### config.mk
export PLATFORM = sky130hd
export DESIGN_NAME = fetch_frontend
export DESIGN_NICKNAME = d
export VERILOG_FILES = /design/src/fetch_pkg.sv /design/src/fetch_pc_gen.sv /design/src/align_buffer.sv /design/src/instr_predecode.sv /design/src/fetch_frontend.sv
export SDC_FILE = /design/constraint.sdc
export NUM_CORES = 1
export LEC_CHECK = 0
export BUFFER_PORTS_ARGS = -buffer_cell sky130_fd_sc_hd__buf_2
export CORE_UTILIZATION = 32
export DETAILED_ROUTE_END_ITERATION = 10
export PLACE_DENSITY = 0.49
export SLEW_MARGIN = 10
export SYNTH_ARGS = -nofsm -noshare
export SYNTH_HDL_FRONTEND = slang
export SYNTH_HIERARCHICAL = 1
export SYNTH_SLANG_ARGS = --single-unit
### constraint.sdc
create_clock -name clk_i -period 18.2 [get_ports clk_i]
set_clock_uncertainty 0.05 [all_clocks]
set_input_delay 0.91 -clock clk_i [delete_from_list [all_inputs] [get_ports clk_i]]
set_output_delay 0.91 -clock clk_i [all_outputs]
set_load 0.1 [all_outputs]
### src/fetch_pkg.sv
package fetch_pkg;

  // Address and instruction width
  localparam int xlen = 32;

  // Cache geometry, all sizes in bits
  localparam int blk_bits = 128;
  localparam int cache_bits = 512;
  localparam int num_set = cache_bits / blk_bits;
  localparam int idx_w = $clog2(num_set);
  localparam int off_w = $clog2(blk_bits / 8);
  localparam int tag_w = xlen - idx_w - off_w;

  // A line is split into 16-bit parcels, two per 32-bit word
  localparam int parcel_bits = 16;
  localparam int num_words = blk_bits / (2 * parcel_bits);

  // First fetch address after reset
  localparam logic [xlen-1:0] reset_pc = '0;

  typedef struct packed {
    logic [parcel_bits-1:0] parcel_hi;
    logic [parcel_bits-1:0] parcel_lo;
  } parcel_pair_t;

  // Fetched word, seen as one instruction or as two parcels
  typedef union packed {
    logic [xlen-1:0] whole;
    parcel_pair_t    parcels;
  } fetch_word_u;

  typedef struct packed {
    logic            valid;
    logic [xlen-1:0] addr;
  } fetch_req_t;

  // Parcel at the request address is always in parcel_lo
  typedef struct packed {
    logic        valid;
    logic        miss;
    fetch_word_u word;
  } fetch_res_t;

  // Refill request, addr is line aligned
  typedef struct packed {
    logic            valid;
    logic [xlen-1:0] addr;
  } mem_req_t;

  typedef struct packed {
    logic                valid;
    logic [blk_bits-1:0] blk;
  } mem_res_t;

  typedef struct packed {
    logic            valid;
    logic [xlen-1:0] pc;
    fetch_word_u     instr;
    logic            compressed;
    logic            illegal;
  } instr_out_t;

  typedef struct packed {
    logic            valid;
    logic [xlen-1:0] pc;
  } redirect_t;

endpackage

### src/fetch_pc_gen.sv
`timescale 1ns/1ns
module fetch_pc_gen (
  input  logic                  clk_i,
  input  logic                  rst_n_i,
  input  fetch_pkg::redirect_t  redirect_i,
  input  logic                  advance_i,
  input  logic                  advance_by_two_i,
  output fetch_pkg::fetch_req_t fetch_req_o
);

  logic [fetch_pkg::xlen-1:0] pc_q;
  logic [fetch_pkg::xlen-1:0] pc_step;
  logic [fetch_pkg::xlen-1:0] pc_next;
  logic                       run_q;

  // Compressed instructions move the PC by one parcel
  always_comb begin
    if (advance_by_two_i) begin
      pc_step = fetch_pkg::xlen'(2);
    end else begin
      pc_step = fetch_pkg::xlen'(4);
    end
    pc_next = pc_q + pc_step;
  end

  // Redirect wins over a normal advance
  always_ff @(posedge clk_i or negedge rst_n_i) begin
    if (!rst_n_i) begin
      pc_q <= fetch_pkg::reset_pc;
    end else if (redirect_i.valid) begin
      pc_q <= redirect_i.pc;
    end else if (advance_i) begin
      pc_q <= pc_next;
    end
  end

  // Fetch starts in the first cycle after reset is released
  always_ff @(posedge clk_i or negedge rst_n_i) begin
    if (!rst_n_i) begin
      run_q <= 1'b0;
    end else begin
      run_q <= 1'b1;
    end
  end

  always_comb begin
    fetch_req_o.valid = run_q;
    fetch_req_o.addr  = pc_q;
  end

endmodule

### src/align_buffer.sv
`timescale 1ns/1ns
module align_buffer (
  input  logic                  clk_i,
  input  logic                  rst_n_i,
  input  logic                  flush_i,
  input  fetch_pkg::fetch_req_t fetch_req_i,
  output fetch_pkg::fetch_res_t fetch_res_o,
  input  fetch_pkg::mem_res_t   mem_res_i,
  output fetch_pkg::mem_req_t   mem_req_o
);

  // Tag RAM, one valid bit and one tag per set
  logic [fetch_pkg::num_set-1:0] tag_vld_q;
  logic [fetch_pkg::tag_w-1:0]   tag_q [fetch_pkg::num_set];

  // Even parcels (halfword 0, 2, 4, 6) and odd parcels of every line
  logic [fetch_pkg::parcel_bits-1:0] even_bank_q [fetch_pkg::num_set][fetch_pkg::num_words];
  logic [fetch_pkg::parcel_bits-1:0] odd_bank_q  [fetch_pkg::num_set][fetch_pkg::num_words];

  // Address decode
  logic                              half_sel;
  logic [fetch_pkg::off_w-3:0]       word_sel;
  logic [fetch_pkg::off_w-3:0]       even_word;
  logic                              unalign;
  logic                              wrap;
  logic [fetch_pkg::idx_w-1:0]       odd_idx;
  logic [fetch_pkg::idx_w-1:0]       even_idx;
  logic [fetch_pkg::tag_w-1:0]       odd_tag;
  logic [fetch_pkg::tag_w-1:0]       even_tag;

  // Lookup and refill
  logic                              odd_hit;
  logic                              even_hit;
  logic                              fill_odd;
  logic                              fill_even;
  logic                              res_ok;
  logic                              need_refill;
  logic                              double_first;
  logic [fetch_pkg::parcel_bits-1:0] even_parcel;
  logic [fetch_pkg::parcel_bits-1:0] odd_parcel;
  logic [fetch_pkg::tag_w+fetch_pkg::idx_w-1:0] refill_line;
  logic [fetch_pkg::tag_w+fetch_pkg::idx_w-1:0] pend_line_q;
  logic [fetch_pkg::idx_w-1:0]       pend_idx;
  logic [fetch_pkg::tag_w-1:0]       pend_tag;

  // Sequencing state
  logic                              pending_q;
  logic                              waiting_second_q;
  logic                              ignore_valid_q;

  always_comb begin
    half_sel = fetch_req_i.addr[1];
    word_sel = fetch_req_i.addr[fetch_pkg::off_w-1:2];
    // Last halfword of a line, the upper parcel lives in the next line
    unalign  = &{word_sel, half_sel};

    odd_idx = fetch_req_i.addr[fetch_pkg::idx_w+fetch_pkg::off_w-1:fetch_pkg::off_w];
    odd_tag = fetch_req_i.addr[fetch_pkg::xlen-1:fetch_pkg::idx_w+fetch_pkg::off_w];
    {wrap, even_idx} = {1'b0, odd_idx} + (fetch_pkg::idx_w+1)'(unalign);
    // Set 3 to set 0 wrap moves into the next tag
    even_tag = odd_tag + fetch_pkg::tag_w'(wrap);

    // Even bank word, wraps to word 0 for an unaligned fetch
    even_word = word_sel + (fetch_pkg::off_w-2)'(half_sel);

    odd_hit  = tag_vld_q[odd_idx] && (tag_q[odd_idx] == odd_tag);
    even_hit = tag_vld_q[even_idx] && (tag_q[even_idx] == even_tag);
  end

  // Response arriving right after the first fill of a double miss is an echo
  assign res_ok = mem_res_i.valid && !ignore_valid_q;

  always_comb begin
    pend_idx  = pend_line_q[fetch_pkg::idx_w-1:0];
    pend_tag  = pend_line_q[fetch_pkg::tag_w+fetch_pkg::idx_w-1:fetch_pkg::idx_w];
    // A response only serves the lookup if it carries one of the two lines
    fill_odd  = res_ok && (pend_line_q == {odd_tag, odd_idx});
    fill_even = res_ok && (pend_line_q == {even_tag, even_idx});
    double_first = fill_odd && unalign && !even_hit && !fill_even;
  end

  // Bank reads with bypass of the line being refilled
  always_comb begin
    if (fill_even) begin
      even_parcel = mem_res_i.blk[even_word*2*fetch_pkg::parcel_bits +: fetch_pkg::parcel_bits];
    end else begin
      even_parcel = even_bank_q[even_idx][even_word];
    end
    if (fill_odd) begin
      odd_parcel = mem_res_i.blk[(2*word_sel+1)*fetch_pkg::parcel_bits +: fetch_pkg::parcel_bits];
    end else begin
      odd_parcel = odd_bank_q[odd_idx][word_sel];
    end
  end

  always_comb begin
    fetch_res_o.valid = fetch_req_i.valid && (odd_hit || fill_odd) && (even_hit || fill_even);
    fetch_res_o.miss  = need_refill;
    // Addressed parcel goes low
    if (half_sel) begin
      fetch_res_o.word.parcels.parcel_lo = odd_parcel;
      fetch_res_o.word.parcels.parcel_hi = even_parcel;
    end else begin
      fetch_res_o.word.parcels.parcel_lo = even_parcel;
      fetch_res_o.word.parcels.parcel_hi = odd_parcel;
    end
  end

  // One line per request, the addressed line before the next one
  always_comb begin
    need_refill = fetch_req_i.valid && !(odd_hit && even_hit);
    if (!odd_hit && !waiting_second_q) begin
      refill_line = {odd_tag, odd_idx};
    end else begin
      refill_line = {even_tag, even_idx};
    end
    mem_req_o.valid = need_refill && !pending_q;
    mem_req_o.addr  = {refill_line, {fetch_pkg::off_w{1'b0}}};
  end

  always_ff @(posedge clk_i or negedge rst_n_i) begin
    if (!rst_n_i) begin
      pending_q        <= 1'b0;
      waiting_second_q <= 1'b0;
      ignore_valid_q   <= 1'b0;
    end else begin
      if (mem_req_o.valid) begin
        pending_q <= 1'b1;
      end else if (res_ok) begin
        pending_q <= 1'b0;
      end
      ignore_valid_q <= res_ok && double_first;
      if (flush_i) begin
        waiting_second_q <= 1'b0;
      end else if (res_ok) begin
        waiting_second_q <= double_first;
      end
    end
  end

  // Line address of the outstanding refill
  always_ff @(posedge clk_i) begin
    if (mem_req_o.valid) begin
      pend_line_q <= refill_line;
    end
  end

  always_ff @(posedge clk_i or negedge rst_n_i) begin
    if (!rst_n_i) begin
      tag_vld_q <= '0;
    end else if (flush_i) begin
      tag_vld_q <= '0;
    end else if (res_ok) begin
      tag_vld_q[pend_idx] <= 1'b1;
    end
  end

  always_ff @(posedge clk_i) begin
    if (res_ok) begin
      tag_q[pend_idx] <= pend_tag;
      for (int w = 0; w < fetch_pkg::num_words; w++) begin
        even_bank_q[pend_idx][w] <=
          mem_res_i.blk[2*w*fetch_pkg::parcel_bits +: fetch_pkg::parcel_bits];
        odd_bank_q[pend_idx][w] <=
          mem_res_i.blk[(2*w+1)*fetch_pkg::parcel_bits +: fetch_pkg::parcel_bits];
      end
    end
  end

endmodule

### src/instr_predecode.sv
`timescale 1ns/1ns
module instr_predecode (
  input  fetch_pkg::fetch_res_t       fetch_res_i,
  input  logic [fetch_pkg::xlen-1:0]  pc_i,
  output fetch_pkg::instr_out_t       instr_o,
  output logic                        advance_by_two_o
);

  logic                              compressed;
  logic                              zero_parcel;
  logic [fetch_pkg::parcel_bits-1:0] parcel_lo;

  always_comb begin
    parcel_lo   = fetch_res_i.word.parcels.parcel_lo;
    // Low bits 2'b11 mark a 32-bit instruction, anything else is 16 bits
    compressed  = (parcel_lo[1:0] != 2'b11);
    // All-zero parcel is defined as illegal
    zero_parcel = (parcel_lo == '0);
  end

  always_comb begin
    instr_o.valid = fetch_res_i.valid;
    instr_o.pc    = pc_i;
    if (compressed) begin
      // Upper parcel belongs to the next instruction
      instr_o.instr.whole = {{fetch_pkg::parcel_bits{1'b0}}, parcel_lo};
    end else begin
      instr_o.instr.whole = fetch_res_i.word.whole;
    end
    instr_o.compressed = compressed;
    instr_o.illegal    = zero_parcel;
  end

  // Step size back to the PC stage
  assign advance_by_two_o = compressed;

endmodule

### src/fetch_frontend.sv
`timescale 1ns/1ns
module fetch_frontend (
  input  logic                  clk_i,
  input  logic                  rst_n_i,
  input  logic                  flush_i,
  input  fetch_pkg::redirect_t  redirect_i,
  input  logic                  instr_ready_i,
  output fetch_pkg::instr_out_t instr_o,
  output fetch_pkg::mem_req_t   mem_req_o,
  input  fetch_pkg::mem_res_t   mem_res_i
);

  fetch_pkg::fetch_req_t fetch_req;
  fetch_pkg::fetch_res_t fetch_res;
  logic                  advance;
  logic                  advance_by_two;

  // PC moves only when an instruction is taken
  assign advance = instr_o.valid && instr_ready_i;

  fetch_pc_gen fetch_pc_gen_inst (
    .clk_i            (clk_i),
    .rst_n_i          (rst_n_i),
    .redirect_i       (redirect_i),
    .advance_i        (advance),
    .advance_by_two_i (advance_by_two),
    .fetch_req_o      (fetch_req)
  );

  align_buffer align_buffer_inst (
    .clk_i       (clk_i),
    .rst_n_i     (rst_n_i),
    .flush_i     (flush_i),
    .fetch_req_i (fetch_req),
    .fetch_res_o (fetch_res),
    .mem_res_i   (mem_res_i),
    .mem_req_o   (mem_req_o)
  );

  instr_predecode instr_predecode_inst (
    .fetch_res_i      (fetch_res),
    .pc_i             (fetch_req.addr),
    .instr_o          (instr_o),
    .advance_by_two_o (advance_by_two)
  );

endmodule

# [Word level (Yosys, flattened, before mapping)]
# Memories as Yosys holds them, arrays and structs flattened.
# Index checks and enable logic that the tools add are counted.
[totals] n_memories=3 input_bits=166 ff_bits=68 ram_bits=616 elab_cells=90 out_inout_bits=100
[classes] addsub=5 n_shift=2 bitwise_logic=3 eq_ne=5 n_reduce_logical=31 muxes=28 n_lt_le_gt_ge=6
[memory_table] memory="align_buffer_inst.even_bank_q" words=4 word_bits=64 read_ports=1 rd_ports_with_merged_regs=0 write_ports=1 line_no="align_buffer.sv:17" source="logic [fetch_pkg::parcel_bits-1:0] even_bank_q [fetch_pkg::num_set][fetch_pkg::num_words];"
[memory_table] memory="align_buffer_inst.odd_bank_q" words=4 word_bits=64 read_ports=1 rd_ports_with_merged_regs=0 write_ports=1 line_no="align_buffer.sv:18" source="logic [fetch_pkg::parcel_bits-1:0] odd_bank_q [fetch_pkg::num_set][fetch_pkg::num_words];"
[memory_table] memory="align_buffer_inst.tag_q" words=4 word_bits=26 read_ports=2 rd_ports_with_merged_regs=0 write_ports=1 line_no="align_buffer.sv:14" source="logic [fetch_pkg::tag_w-1:0] tag_q [fetch_pkg::num_set];"
[op_table] operator="32-bit two-way mux" count=4
[op_table] operator="128-bit by 33-bit indexed part select with 16-bit output" count=1
[op_table] operator="128-bit by 8-bit indexed part select with 16-bit output" count=1
[op_table] operator="16-bit two-way mux" count=6
[op_table] operator="16-bit binary-select mux with 2-bit select" count=2
[op_table] operator="28-bit equality test" count=2
[op_table] operator="26-bit equality test" count=2
[op_table] operator="32-bit by 3-bit adder with 32-bit output" count=1
[op_table] operator="28-bit two-way mux" count=1
[op_table] operator="26-bit by 1-bit adder with 26-bit output" count=1
[op_table] operator="1-bit logical AND" count=17
[op_table] operator="16-bit logical NOT" count=1
[op_table] operator="2-bit by 3-bit < comparator with 1-bit output, second input constant" count=3
[op_table] operator="1-bit two-way mux" count=9
[op_table] operator="4-bit two-way mux" count=2
[op_table] operator="1-bit logical NOT" count=7
[op_table] operator="3-bit >= comparator, second input constant" count=2
[op_table] operator="2-bit inverter with 3-bit output" count=2
[op_table] operator="2-bit nonzero test" count=3
[op_table] operator="3-bit by 1-bit adder with 4-bit output, second input constant" count=1
[op_table] operator="1-bit binary-select mux with 2-bit select" count=2
[op_table] operator="4-bit OR" count=1
[op_table] operator="2-bit by 1-bit adder with 3-bit output" count=1
[op_table] operator="3-bit two-way mux" count=1
[op_table] operator="other kinds (6)" count=7

# [Longest topological paths before layout]
# An unclocked memory read counts as a cell.
[logic_depth] ltp_word=13 ltp_mapped=24 mapped_depth_nobuf=22

# [Cells and area by module]
# Netlist, hierarchy kept.
[modules_own_cells] module="align_buffer" instances=1 area_each_um2=29190.5 cells_each=1478 seq_area_each_um2=19513.7
[modules_own_cells] module="fetch_pc_gen" instances=1 area_each_um2=2064.5 cells_each=230 seq_area_each_um2=825.8
[modules_own_cells] module="instr_predecode" instances=1 area_each_um2=531.8 cells_each=75 seq_area_each_um2=0.0
[modules_own_cells] module="fetch_frontend" instances=1 area_each_um2=6.3 cells_each=1 seq_area_each_um2=0.0

# [Least setup slack after synthesis]
# OpenSTA, ideal clock, no wires.
[synth_timing] path_type="input port to flip-flop" start="in mem_res_i[128] (netlist name)" end="mem align_buffer_inst/even_bank_q[0][0] (netlist name), enable pin" required_ns=17.292 arrival_time_ns=11.489 n_path_buf=0 setup_slack_ns=5.803 setup_time_ns=0.858 path_stages=2 path_cell_list="nand2b_1 -> nor3_1"
[synth_between] elab_chain_cells=3
[synth_rtl] item="start: declaration" line_no="fetch_frontend.sv:10" source="input fetch_pkg::mem_res_t mem_res_i"
[synth_rtl] item="1-bit logical AND" line_no="align_buffer.sv:71" source="assign res_ok = mem_res_i.valid && !ignore_valid_q;"
[synth_rtl] item="1-bit two-way mux" line_no="align_buffer.sv:159" source="if (res_ok) begin"
[synth_rtl] item="1-bit two-way mux (not written as such)" line_no="align_buffer.sv:162" source="even_bank_q[pend_idx][w] <="
[synth_rtl] item="end: declaration" line_no="align_buffer.sv:17"
# No other way between the ends.

==> out/summary.md <==
The run finished with clean final reports. The number of hold buffers added after CTS was 0. In this run the static leakage power is 12.2 nW. The placed standard-cell area came out at 34200 sq um.

The worst hold-check slack came out at 0.322 ns. The number of global-route vias before repair is 18.9k, and the layout overhead on the synthesized area is 16.1%. The tools report the largest net degree at the start of global routing as 65. The run gives 0 as the total count of hold-check failures in the final report. The number of synthesis warnings was 6. At the end of the flow, the number of nets in the layout was 2181. The kind of end point of the critical path is a primary output. For the worst setup path, the data arrival time is 7.31 ns.

The element type at the critical path start was a register. In this run the critical register-to-register path is launched from fetch_pc_gen_inst/pc_q[1]. Die outline width: 317 microns. The tightest min-delay check is of the in -> async type.

The detail route stage leaves a number of antenna-violating nets equal to 0. Setup violations remaining at the end of the flow were counted as 0. The DRC violation count after routing was 0. After routing the design area is 36900 sq um. The global placement routability congestion was 0.906; the largest driver fanout on the critical path was 36. Max-cap violations in this run came to 0.

The areal power density over the cells is 119 nW/um^2, and the cell row count is 115. Data on the critical path is required at its endpoint by 17.24 ns. After layout, the worst path uses 45.4% of the clock period.

Cells with a size suffix above 1 make up 36.9% of the layout. The tools report the worst reg2reg path endpoint as fetch_pc_gen_inst/pc_q[21]. Measured in cells, the most critical reg-to-reg path has a length of 22.

The number of top-level pins was 266. For this configuration, the core starts out at a cell density of 32.3%. For this block, the via count after detailed routing is 18.0k.

The tree built by TritonCTS fans out to 684 sinks. The count of final max-slew check failures was 0. The transition time of the tightest slew-check pin came out at 1.10 ns.

TritonCTS built the clock tree. Setup slack on the worst reg-to-reg path comes out at 10.07 ns. The number of antenna violations at the first check in global routing is 27, and the headroom to the max-slew limit is 26.2%.

The area of the placeable core is 98400 sq um, and the routed wire length is 90.7 mm. Total grt overflow: 0. Setup repair after global routing left no endpoint under its margin.

The synthesized area divided by synthesized cell count is 17.8 sq um. The first detailed-routing pass ran for 6 iterations. The mapped netlist covers 31800 sq um. The first global-routing pass estimated 133 mm of wire.

The H-tree was split into 3 levels. Number of buffers created by CTS: 82. The clock period could shrink to 8.27 ns. For the later-pin clock latency in the skew report, the log shows 0.65 ns. The critical path is of the reg -> out type. The run gives 0 as the number of cells upsized or downsized after cts. The logs give 121 MHz for the maximum clock rate and 0 for the number of setup buffers added after CTS. The post-synthesis cell count is 1782, and the clock-pin slew on the worst setup and hold paths is 0.07 ns. The tools report the library cell used as clock root buffer as clkbuf_16. The worst-case clock buffer depth is 3, and the total of buffers placed on input and output ports is 261.

The die is 317 microns tall. The worst-case IR drop observed on VDD is 0.130 mV. For the detailed router's first-iteration violation count, the log shows 1449.

The die outline area is 101000 sq um, and the total track usage is 18.2%. The routed via count divided by cell count came out at 5.35. Setup total negative slack on the finished layout was measured at 0 ns. The HPWL reported at the end of detailed placement came out at 59.2 mm. In the final routed layout, each cell accounts on average for 27.0 microns.
-- power breakdown --
| part | internal [mW] | leakage, nW | switching [mW] |
|---|---|---|---|
| logic | 0.279 | 4.42 | 0.594 |
| clock network | 0.983 | 1.34 | 0.674 |
| registers | 1.80 | 6.40 | 0.0508 |
-- worst max-delay path: stages, from the launching register on --
cell	delay, ns
dfrtp_2	0.88
ha_2	0.30
ha_1	0.25
ha_4	0.17
ha_4	0.12
ha_1	0.13
ha_1	0.27
nand3_2	0.20
or3_4	0.54
or4_4	0.56
a2bb2oi_1	0.15
or4b_1	0.50
nand4b_4	0.60
mux2_2	0.51
mux2_2	0.41
nor4_1	0.35
and4_1	0.24
buf_2	0.43
-- flip-flops by register name, indices dropped and copies added, names as in the netlist, 4 cells and up --
signal and flops:
align_buffer_inst/odd_bank_q 256, fetch_pc_gen_inst/pc_q 32, align_buffer_inst/tag_q 104, align_buffer_inst/tag_vld_q 4, align_buffer_inst/even_bank_q 256, align_buffer_inst/pend_line_q 28
-- cell type report --
| class | count | area [sq um] |
|---|---|---|
| Inverter | 10 | 37.5 |
| Tap cell | 1287 | 1610 |
| Multi-Input combinational cell | 929 | 10600 |
| Clock buffer | 104 | 2220 |
| Antenna cell | 4 | 10.0 |
| Sequential cell | 684 | 20400 |
| Timing Repair Buffer | 298 | 1580 |
| Fill cell | 9201 | 61500 |
| Clock inverter | 46 | 512 |
-- cell usage in the layout (no fill, tap or decap), types with 23 or more instances in the layout --
master	count
nor3_1	23
o21ai_0	27
nand4_1	44
nor2_1	61
mux2_2	60
buf_4	37
nand2_1	60
buf_2	261
nand3_1	30
mux4_2	242
edfxtp_1	644
xnor2_1	94
xor2_1	54
and3_1	27
clkbuf_16	84
dfrtp_1	35
-- stage by stage --
step / power, mW / setup WS (ns) / cells / utilization, %
after CTS: 4.44 / 9.84 / 3358 / 37.5
after floorplan: 2.55 / 5.80 / 1785 / -
after detailed placement: 2.77 / 10.04 / 3208 / 34.7
after global routing: 4.54 / 9.57 / 3359 / 37.5
after global placement: 2.77 / 10.20 / 3208 / 34.7
final: 4.38 / 9.93 / 3362 / 37.5
-- how the worst max path moves through the flow --
stage,from,to,slack [ns],cells after the start
2_1_floorplan,mem_res_i[128],align_buffer_inst/even_bank_q[0][0],5.80,2
3_3_place_gp,fetch_pc_gen_inst/pc_q[1],fetch_pc_gen_inst/pc_q[21],10.20,22
3_5_place_dp,fetch_pc_gen_inst/pc_q[1],fetch_pc_gen_inst/pc_q[21],10.04,22
4_1_cts,fetch_pc_gen_inst/pc_q[1],instr_o[0],9.84,17
5_1_grt,fetch_pc_gen_inst/pc_q[1],fetch_pc_gen_inst/pc_q[21],9.57,22
6_report,fetch_pc_gen_inst/pc_q[1],instr_o[0],9.93,17
-- per-layer routing --
metal | share of wire (%) | GRT usage (%) | vias up
met3 | 7.0 | 4.75 | 191
li1 | - | - | 7696
met4 | 2.8 | 5.42 | 28
met5 | 0.19 | 0 | -
met2 | 49 | 29.9 | 616
met1 | 41 | 23.6 | 9449
(Power assumes the default switching activity.)
